==> config.mk <==
export PLATFORM = sky130hd
export DESIGN_NAME = tti_tx_path
export DESIGN_NICKNAME = d
export VERILOG_FILES = /design/src/logic/tx_bus_pkg.sv /design/src/logic/tti_pkg.sv /design/src/logic/tti_tx_path.sv /design/src/logic/descriptor_tx.sv /design/src/logic/tx_word_to_byte.sv /design/src/logic/tti_queue.sv
export SDC_FILE = /design/constraint.sdc
export NUM_CORES = 1
export LEC_CHECK = 0
export ABC_AREA = 1
export BUFFER_PORTS_ARGS = -buffer_cell sky130_fd_sc_hd__buf_2
export CAP_MARGIN = 0
export CORE_UTILIZATION = 35
export DETAILED_ROUTE_END_ITERATION = 10
export PLACE_DENSITY = 0.54
export SLEW_MARGIN = 20
export SYNTH_ARGS = -nofsm -noshare
export SYNTH_HDL_FRONTEND = slang
export SYNTH_SLANG_ARGS = --single-unit
==> constraint.sdc <==
create_clock -name clk_i -period 4.19 [get_ports clk_i]
set_input_delay 0.6285 -clock clk_i [delete_from_list [all_inputs] [get_ports clk_i]]
set_output_delay 0.6285 -clock clk_i [all_outputs]
set_load 0.02 [all_outputs]
==> src/logic/tx_bus_pkg.sv <==
// Byte stream format handed from the TTI transmit path to the bus FSM.
package tx_bus_pkg;

  // width of one bus data byte.
  localparam int unsigned TxByteWidth = 8;

  // One byte of a private read.
  // last marks the final byte of a descriptor, so the bus FSM can
  // finish the transfer with the right end indication.
  typedef struct packed {
    logic [TxByteWidth-1:0] data;  // byte value.
    logic                   last;  // final byte of the descriptor.
  } tx_byte_t;

endpackage

==> src/logic/tti_pkg.sv <==
// TTI queue sizes and the TX descriptor format shared by the queue and descriptor logic.
package tti_pkg;

  // width of one data word written by software.
  localparam int unsigned TtiTxDataWidth = 32;

  // number of descriptors the descriptor queue can hold.
  localparam int unsigned TtiTxDescDepth = 4;

  // number of data words the data queue can hold.
  localparam int unsigned TtiTxDataDepth = 16;

  // width of the occupancy count reported by a queue.
  localparam int unsigned TtiTxDepthWidth = 16;

  // width of the byte length field in a descriptor.
  localparam int unsigned TtiTxLenWidth = 16;

  // TX descriptor as written by software.
  // Only the length is interpreted by the hardware, the upper half is kept
  // for future flags and is carried along untouched.
  typedef struct packed {
    logic [15:0]              reserved;  // not interpreted.
    logic [TtiTxLenWidth-1:0] data_len;  // payload length in bytes.
  } tti_tx_desc_t;

endpackage
==> src/logic/tti_tx_path.sv <==
// Transmit path of the TTI joining descriptor queue, data queue, converter and descriptor logic.
`timescale 1ns/1ps

module tti_tx_path (
  input  logic                               clk_i,
  input  logic                               rst_ni,
  // software writes.
  input  logic                               desc_wvalid_i,
  input  tti_pkg::tti_tx_desc_t              desc_wdata_i,
  output logic                               desc_full_o,
  input  logic                               data_wvalid_i,
  input  logic [tti_pkg::TtiTxDataWidth-1:0] data_wdata_i,
  output logic                               data_full_o,
  // bus FSM side.
  input  logic                               tx_start_i,
  input  logic                               tx_abort_i,
  input  logic                               recovery_mode_enter_i,
  output logic                               tx_desc_avail_o,
  output tx_bus_pkg::tx_byte_t               tx_byte_o,
  output logic                               tx_byte_valid_o,
  input  logic                               tx_byte_ready_i
);

  import tti_pkg::*;
  import tx_bus_pkg::*;

  tti_tx_desc_t               desc_rdata;
  logic                       desc_rvalid;
  logic                       desc_rready;
  logic [TtiTxDataWidth-1:0]  word_rdata;
  logic                       word_rvalid;
  logic                       word_rready;
  logic [TtiTxDepthWidth-1:0] data_depth;
  logic [TxByteWidth-1:0]     conv_byte;
  logic                       conv_byte_valid;
  logic                       conv_byte_ready;
  logic                       conv_flush;

  tti_queue #(
    .T     (tti_tx_desc_t),
    .Depth (TtiTxDescDepth)
  ) desc_queue_inst (
    .clk_i    (clk_i),
    .rst_ni   (rst_ni),
    .wvalid_i (desc_wvalid_i),
    .wdata_i  (desc_wdata_i),
    .full_o   (desc_full_o),
    .rvalid_o (desc_rvalid),
    .rready_i (desc_rready),
    .rdata_o  (desc_rdata),
    .depth_o  (),
    .flush_i  (1'b0)
  );

  tti_queue #(
    .T     (logic [TtiTxDataWidth-1:0]),
    .Depth (TtiTxDataDepth)
  ) data_queue_inst (
    .clk_i    (clk_i),
    .rst_ni   (rst_ni),
    .wvalid_i (data_wvalid_i),
    .wdata_i  (data_wdata_i),
    .full_o   (data_full_o),
    .rvalid_o (word_rvalid),
    .rready_i (word_rready),
    .rdata_o  (word_rdata),
    .depth_o  (data_depth),
    .flush_i  (1'b0)          // only the converter's held word is flushed.
  );

  tx_word_to_byte tx_word_to_byte_inst (
    .clk_i        (clk_i),
    .rst_ni       (rst_ni),
    .word_valid_i (word_rvalid),
    .word_ready_o (word_rready),
    .word_i       (word_rdata),
    .byte_valid_o (conv_byte_valid),
    .byte_ready_i (conv_byte_ready),
    .byte_o       (conv_byte),
    .flush_i      (conv_flush)
  );

  descriptor_tx descriptor_tx_inst (
    .clk_i                      (clk_i),
    .rst_ni                     (rst_ni),
    .tti_tx_desc_queue_rvalid_i (desc_rvalid),
    .tti_tx_desc_queue_rready_o (desc_rready),
    .tti_tx_desc_queue_rdata_i  (desc_rdata),
    .tti_tx_queue_rvalid_i      (conv_byte_valid),
    .tti_tx_queue_depth_i       (data_depth),
    .tti_tx_queue_rready_o      (conv_byte_ready),
    .tti_tx_queue_rdata_i       (conv_byte),
    .tx_queue_flush_o           (conv_flush),
    .tx_start_i                 (tx_start_i),
    .tx_abort_i                 (tx_abort_i),
    .recovery_mode_enter_i      (recovery_mode_enter_i),
    .tx_desc_avail_o            (tx_desc_avail_o),
    .tx_byte_o                  (tx_byte_o),
    .tx_byte_valid_o            (tx_byte_valid_o),
    .tx_byte_ready_i            (tx_byte_ready_i)
  );

endmodule

==> src/logic/descriptor_tx.sv <==
// TX descriptor handling with start rule, byte counting, last marking and abort draining.
`timescale 1ns/1ps

module descriptor_tx (
  input  logic                                clk_i,
  input  logic                                rst_ni,
  // descriptor queue read side.
  input  logic                                tti_tx_desc_queue_rvalid_i,
  output logic                                tti_tx_desc_queue_rready_o,
  input  tti_pkg::tti_tx_desc_t               tti_tx_desc_queue_rdata_i,
  // byte stream from the word converter.
  input  logic                                tti_tx_queue_rvalid_i,
  input  logic [tti_pkg::TtiTxDepthWidth-1:0] tti_tx_queue_depth_i,
  output logic                                tti_tx_queue_rready_o,
  input  logic [tx_bus_pkg::TxByteWidth-1:0]  tti_tx_queue_rdata_i,
  output logic                                tx_queue_flush_o,
  // bus FSM side.
  input  logic                                tx_start_i,
  input  logic                                tx_abort_i,
  input  logic                                recovery_mode_enter_i,
  output logic                                tx_desc_avail_o,
  output tx_bus_pkg::tx_byte_t                tx_byte_o,
  output logic                                tx_byte_valid_o,
  input  logic                                tx_byte_ready_i
);

  import tti_pkg::*;

  tti_tx_desc_t             desc_q;
  logic                     desc_valid_q;
  logic                     pending_q;
  logic                     drain_q;
  logic [TtiTxLenWidth-1:0] byte_cnt_q;
  logic [TtiTxDepthWidth:0] words_avail;
  logic [TtiTxDepthWidth:0] words_needed;
  logic                     stop_req;
  logic                     tx_start;
  logic                     byte_take;
  logic                     cnt_last;
  logic                     end_normal;
  logic                     drain_start;
  logic                     drain_end;

  assign stop_req = tx_abort_i | recovery_mode_enter_i;

  assign tx_desc_avail_o = tti_tx_desc_queue_rvalid_i;

  // one descriptor at a time, and never while the previous one is drained.
  assign tti_tx_desc_queue_rready_o = tx_start_i & tti_tx_desc_queue_rvalid_i &
                                      ~desc_valid_q & ~drain_q & ~stop_req;

  // Start rule uses the length in whole words, rounded down.
  // The converter may already hold one word, hence the extra one.
  assign words_avail  = {1'b0, tti_tx_queue_depth_i} + 1'b1;
  assign words_needed = (TtiTxDepthWidth + 1)'(desc_q.data_len >> 2);
  assign tx_start     = desc_valid_q & ~pending_q & ~drain_q & ~stop_req &
                        (words_avail >= words_needed);

  assign cnt_last   = byte_cnt_q == TtiTxLenWidth'(1);
  assign byte_take  = tx_byte_valid_o & tx_byte_ready_i;
  assign end_normal = byte_take & cnt_last;

  // a byte accepted in the abort cycle still counts as sent.
  assign drain_start = stop_req & desc_valid_q & ~drain_q & ~end_normal;
  assign drain_end   = drain_q & tti_tx_queue_rvalid_i & cnt_last;

  assign tx_byte_valid_o = pending_q & tti_tx_queue_rvalid_i;
  assign tx_byte_o.data  = tti_tx_queue_rdata_i;
  assign tx_byte_o.last  = tx_byte_valid_o & cnt_last;

  assign tti_tx_queue_rready_o = byte_take | (drain_q & tti_tx_queue_rvalid_i);

  // partial last word is dropped so the next descriptor starts on byte 0.
  assign tx_queue_flush_o = drain_end | (end_normal & (|desc_q.data_len[1:0]));

  always_ff @(posedge clk_i) begin
    if (tti_tx_desc_queue_rready_o) begin
      desc_q <= tti_tx_desc_queue_rdata_i;
    end
  end

  always_ff @(posedge clk_i or negedge rst_ni) begin
    if (!rst_ni) begin
      desc_valid_q <= 1'b0;
    end else if (tti_tx_desc_queue_rready_o) begin
      desc_valid_q <= 1'b1;
    end else if (end_normal | drain_end) begin
      desc_valid_q <= 1'b0;
    end
  end

  always_ff @(posedge clk_i or negedge rst_ni) begin
    if (!rst_ni) begin
      pending_q <= 1'b0;
    end else if (tx_start) begin
      pending_q <= 1'b1;
    end else if (end_normal | drain_start) begin
      pending_q <= 1'b0;               // stop presenting bytes at once.
    end
  end

  always_ff @(posedge clk_i or negedge rst_ni) begin
    if (!rst_ni) begin
      drain_q <= 1'b0;
    end else if (drain_start) begin
      drain_q <= 1'b1;
    end else if (drain_end) begin
      drain_q <= 1'b0;
    end
  end

  // Counts the bytes still owed by the current descriptor.
  // An abort before the first byte loads the full length so that all of
  // the descriptor's data is drained. A zero length is not expected.
  always_ff @(posedge clk_i or negedge rst_ni) begin
    if (!rst_ni) begin
      byte_cnt_q <= '0;
    end else if (tx_start | (drain_start & ~pending_q)) begin
      byte_cnt_q <= desc_q.data_len;
    end else if (tti_tx_queue_rready_o) begin
      byte_cnt_q <= byte_cnt_q - 1'b1;
    end
  end

endmodule

==> src/logic/tx_word_to_byte.sv <==
// Splits 32-bit data words into a byte stream, least significant byte first.
`timescale 1ns/1ps

module tx_word_to_byte (
  input  logic                               clk_i,
  input  logic                               rst_ni,
  input  logic                               word_valid_i,
  output logic                               word_ready_o,
  input  logic [tti_pkg::TtiTxDataWidth-1:0] word_i,
  output logic                               byte_valid_o,
  input  logic                               byte_ready_i,
  output logic [tx_bus_pkg::TxByteWidth-1:0] byte_o,
  input  logic                               flush_i
);

  import tti_pkg::*;
  import tx_bus_pkg::*;

  logic [TtiTxDataWidth-1:0] word_q;
  logic                      held_q;
  logic [1:0]                idx_q;
  logic                      take;
  logic                      last_taken;

  assign byte_valid_o = held_q;
  assign byte_o       = word_q[idx_q*TxByteWidth +: TxByteWidth];

  assign take       = byte_valid_o & byte_ready_i;
  assign last_taken = take & (idx_q == 2'd3);

  // Fetch a word when empty or when the top byte leaves.
  // A flush holds off the fetch for one cycle so the held word is simply dropped.
  assign word_ready_o = (~held_q | last_taken) & ~flush_i;

  always_ff @(posedge clk_i) begin
    if (word_valid_i & word_ready_o) begin
      word_q <= word_i;
    end
  end

  always_ff @(posedge clk_i or negedge rst_ni) begin
    if (!rst_ni) begin
      held_q <= 1'b0;
      idx_q  <= '0;
    end else if (flush_i) begin
      held_q <= 1'b0;                  // rest of the word is discarded.
      idx_q  <= '0;
    end else if (word_ready_o) begin
      held_q <= word_valid_i;
      idx_q  <= '0;
    end else if (take) begin
      idx_q <= idx_q + 1'b1;
    end
  end

endmodule

==> src/logic/tti_queue.sv <==
// Synchronous FIFO with a typed payload, an occupancy output and a full flush.
`timescale 1ns/1ps

module tti_queue #(
  parameter type         T     = logic [31:0],
  parameter int unsigned Depth = 4
) (
  input  logic                                clk_i,
  input  logic                                rst_ni,
  input  logic                                wvalid_i,
  input  T                                    wdata_i,
  output logic                                full_o,
  output logic                                rvalid_o,
  input  logic                                rready_i,
  output T                                    rdata_o,
  output logic [tti_pkg::TtiTxDepthWidth-1:0] depth_o,
  input  logic                                flush_i
);

  import tti_pkg::*;

  localparam int unsigned PtrWidth = (Depth > 1) ? $clog2(Depth) : 1;
  localparam int unsigned CntWidth = $clog2(Depth + 1);

  T                    mem_q [Depth];
  logic [PtrWidth-1:0] wr_ptr_q;
  logic [PtrWidth-1:0] rd_ptr_q;
  logic [CntWidth-1:0] count_q;
  logic                push;
  logic                pop;

  assign full_o   = count_q == CntWidth'(Depth);
  assign rvalid_o = count_q != '0;
  assign rdata_o  = mem_q[rd_ptr_q];           // head entry, straight from storage.
  assign depth_o  = TtiTxDepthWidth'(count_q);

  assign push = wvalid_i & ~full_o & ~flush_i; // writes to a full queue are dropped.
  assign pop  = rvalid_o & rready_i & ~flush_i;

  always_ff @(posedge clk_i) begin
    if (push) begin
      mem_q[wr_ptr_q] <= wdata_i;
    end
  end

  always_ff @(posedge clk_i or negedge rst_ni) begin
    if (!rst_ni) begin
      wr_ptr_q <= '0;
      rd_ptr_q <= '0;
      count_q  <= '0;
    end else if (flush_i) begin
      wr_ptr_q <= '0;
      rd_ptr_q <= '0;
      count_q  <= '0;
    end else begin
      if (push) begin
        if (wr_ptr_q == PtrWidth'(Depth - 1)) begin
          wr_ptr_q <= '0;
        end else begin
          wr_ptr_q <= wr_ptr_q + 1'b1;
        end
      end
      if (pop) begin
        if (rd_ptr_q == PtrWidth'(Depth - 1)) begin
          rd_ptr_q <= '0;
        end else begin
          rd_ptr_q <= rd_ptr_q + 1'b1;
        end
      end
      case ({push, pop})
        2'b10:   count_q <= count_q + 1'b1;
        2'b01:   count_q <= count_q - 1'b1;
        default: count_q <= count_q; // idle, or push and pop together.
      endcase
    end
  end

endmodule

==> flow_summary.json <==
{
  "vias": 16649,
  "synth_flop_cell": "edfxtp_1",
  "hp-class": "in -> async",
  "reg2reg_from": "data_queue_inst.count_q[0]$_DFFE_PN0P_",
  "period_share_pct": 75.8,
  "netlist_area_um2": 26900,
  "slew_headroom_pct": 31.0,
  "syn_nets": 2169,
  "synth_top_area_share_pct": 69.7,
  "cellLeakagePower_nw": 10.3,
  "clock_skew_ns": 0.0354,
  "rsz0062_at_grt": "no",
  "worstSkewPairLatency_ns": 0.63,
  "die_h_um": 279,
  "ctsHoldBuffers": 0,
  "hold_viol_final": 0,
  "endpoint_kind": "primary output",
  "maxCapViolCount": 0,
  "syn_inst": 2071,
  "place.gp.congestion": 0.788,
  "die_area_um2": 77900,
  "stdcell_count": 3218,
  "syn_area_per_cell_um2": 13.0,
  "ir_worst_vdd_uv": 419,
  "ctsHtreeMaxLevel": 3,
  "layout_min_cycle_time_ns": 3.17,
  "antenna_found_initial": 9,
  "reg2reg_slack_ns": 1.19,
  "post_cts_resized": 0,
  "rows": 101,
  "hpwlAfterDp_mm": 36.1,
  "setup_viol": 0,
  "ios": 85,
  "r2r_end": "data_queue_inst.mem_q[11][31]$_DFFE_PP_",
  "cts_setup_buffers": 0,
  "grt_max_degree": 260,
  "drive_gt1_share_pct": 11.7,
  "drtIter0Drc": 1323,
  "powerDensity_nw_per_um2": 699,
  "synthTopCellsByArea": "edfxtp_1, o21ai_0, nor2_1, dfrtp_1, o22ai_1",
  "crit_start": "tx_word_to_byte_inst.idx_q[0]$_DFFE_PN0P_",
  "synth-edff-count": 624,
  "port_buffers": 68,
  "yosysWarnings": 0,
  "cts.path.max_buffers": 3,
  "layout.nets": 2227,
  "cts_made_buffers": 71,
  "worstPathMaxFanout": 18,
  "critPathLaunchType": "flop",
  "ys_types": 43,
  "yosysMostFrequentCell": "edfxtp_1",
  "cp_data_required_time_ns": 3.56,
  "via_per_inst": 5.17,
  "fillCellCount": 7046,
  "status": "complete, no violations",
  "grt_pass1_wl_mm": 100,
  "cts.sinks": 666,
  "cts_tree": "built",
  "slew_violations": 0,
  "routedWlPerCell_um": 20.5,
  "die_w_um": 279,
  "grt.total_usage_pct": 17.0,
  "grt-ovfl-total": 0,
  "synth_seq_cells": 666,
  "path_clk_slew_ns": 0.06,
  "drtAntennaViolNets": 0,
  "start_util_pct": 35.4,
  "tightest_slew_ns": 1.03,
  "crit_end": "tx_byte_o[8]",
  "dr.pass1.iters": 7,
  "synthArstFlopShare_pct": 6.31,
  "max_freq_ghz": 0.315,
  "cts_root_buf": "clkbuf_16",
  "r2r_cells": 8,
  "placed_cells": 3085,
  "crit_type": "reg -> out",
  "grt_pass1_vias": 16469,
  "seq_area_frac_synth_pct": 73.7,
  "synth_common_cells": "edfxtp_1, nor2_1, o21ai_0",
  "drc": 0,
  "routed_wl_mm": 66.1,
  "tns_ns": 0,
  "synth_top_area_cell": "edfxtp_1",
  "coreArea_um2": 75900,
  "crit_arrival_ns": 2.55,
  "synthToLayoutAreaGrowth_pct": 14.4
}
## cells in the final DEF, fill, tap and decap left out, drive strengths merged, types with 25 or more instances in the layout
cell type,count
buf,104
edfxtp,624
clkbuf,97
inv,69
dfrtp,42
o221ai,53
nand3,94
o22ai,100
clkinv,25
ha,25
nand2,170
nor2,371
o21ai,322
## per-layer routing
layer  wire length, µm  part of all wire, %  GRT usage, %  vias up
li1                  -                    -             -     7747
met1             28900                   44          22.7     8347
met2             32000                   48          28.1      440
met3              3680                  5.6          3.07      107
met4              1480                  2.2          5.51        8
met5                54                0.082             0        -
## cells by family (layout without fill, tap and decap cells)
family | after synthesis | count (layout) | synth area share [%]
AOI/OAI and AO/OA | 503 | 503 | 10.8
xor gates and xnor gates | 23 | 23 | 0.750
adders and majority gates | 26 | 26 | 1.24
buffers and inverters | 188 | 302 | 3.26
DFF | 666 | 666 | 73.7
other | 0 | 3 | 0
and+or+nand+nor | 665 | 665 | 10.3
## state kept, by name, summed over array words and instances (netlist names)
name	cells
data_queue_inst.wr_ptr_q	4
data_queue_inst.rd_ptr_q	4
descriptor_tx_inst.byte_cnt_q	16
desc_queue_inst.count_q	3
descriptor_tx_inst.desc_valid_q	1
descriptor_tx_inst.desc_q	16
descriptor_tx_inst.pending_q	1
tx_word_to_byte_inst.byte_valid_o	1
tx_word_to_byte_inst.idx_q	2
desc_queue_inst.wr_ptr_q	2
descriptor_tx_inst.drain_q	1
tx_word_to_byte_inst.word_q	32
desc_queue_inst.rd_ptr_q	2
data_queue_inst.mem_q	512
data_queue_inst.count_q	5
desc_queue_inst.mem_q	64
## worst min-delay path by stage
stage / start / to / slack [ns] / depth (start not counted)
detailed placement: desc_queue_inst.count_q[0]$_DFFE_PN0P_ / desc_queue_inst.count_q[0]$_DFFE_PN0P_ / 0.48 / 1
finish: rst_ni / desc_queue_inst.count_q[2]$_DFFE_PN0P_ / 0.005 / 1
CTS: desc_wdata_i[1] / desc_queue_inst.mem_q[2][1]$_DFFE_PP_ / 0.19 / 1
global route: rst_ni / desc_queue_inst.wr_ptr_q[0]$_DFFE_PN0P_ / 0.04 / 1
global placement: desc_queue_inst.count_q[0]$_DFFE_PN0P_ / desc_queue_inst.count_q[0]$_DFFE_PN0P_ / 0.46 / 1
floorplan: rst_ni / data_queue_inst.count_q[0]$_DFFE_PN0P_ / 0.33 / 0
## cell type report
type / count / area (µm²) / area share (%)
Antenna cell: 3 / 7.51 / 0.0244
Clock buffer: 97 / 1930 / 6.27
Clock inverter: 32 / 372 / 1.21
Inverter: 69 / 265 / 0.863
Multi-Input combinational cell: 1217 / 6340 / 20.6
Sequential cell: 666 / 19800 / 64.4
Tap cell: 1030 / 1290 / 4.19
Timing Repair Buffer: 104 / 728 / 2.37
## power breakdown
group          internal [mW]  switching (mW)
logic                   1.83            4.57
registers               8.47           0.430
clock network           3.62            2.55
## worst max-delay path, cell delays in order, from the launching register on
cell,delay [ns]
dfrtp_1,0.38
buf_4,0.21
inv_1,0.48
o21ai_0,0.17
o22ai_1,0.44
buf_2,0.27
## through the flow
| step | worst slack [ns] | util [%] | hold WS [ns] | power [mW] | instance area, µm² |
|---|---|---|---|---|---|
| 4_1_cts | 1.03 | 40.4 | 0.192 | 21.7 | 30700 |
| 3_3_place_gp | 1.27 | 37.3 | 0.463 | 15.2 | 28400 |
| 5_1_grt | 0.916 | 40.5 | 0.0400 | 22.7 | 30700 |
| 2_1_floorplan | 0.887 | - | 0.333 | 13.3 | 26900 |
| 6_report | 1.02 | 40.5 | 0.00530 | 21.5 | 30700 |
| 3_5_place_dp | 1.19 | 37.4 | 0.476 | 15.4 | 28400 |
No activity file was read; power rests on OpenSTA's default activity.
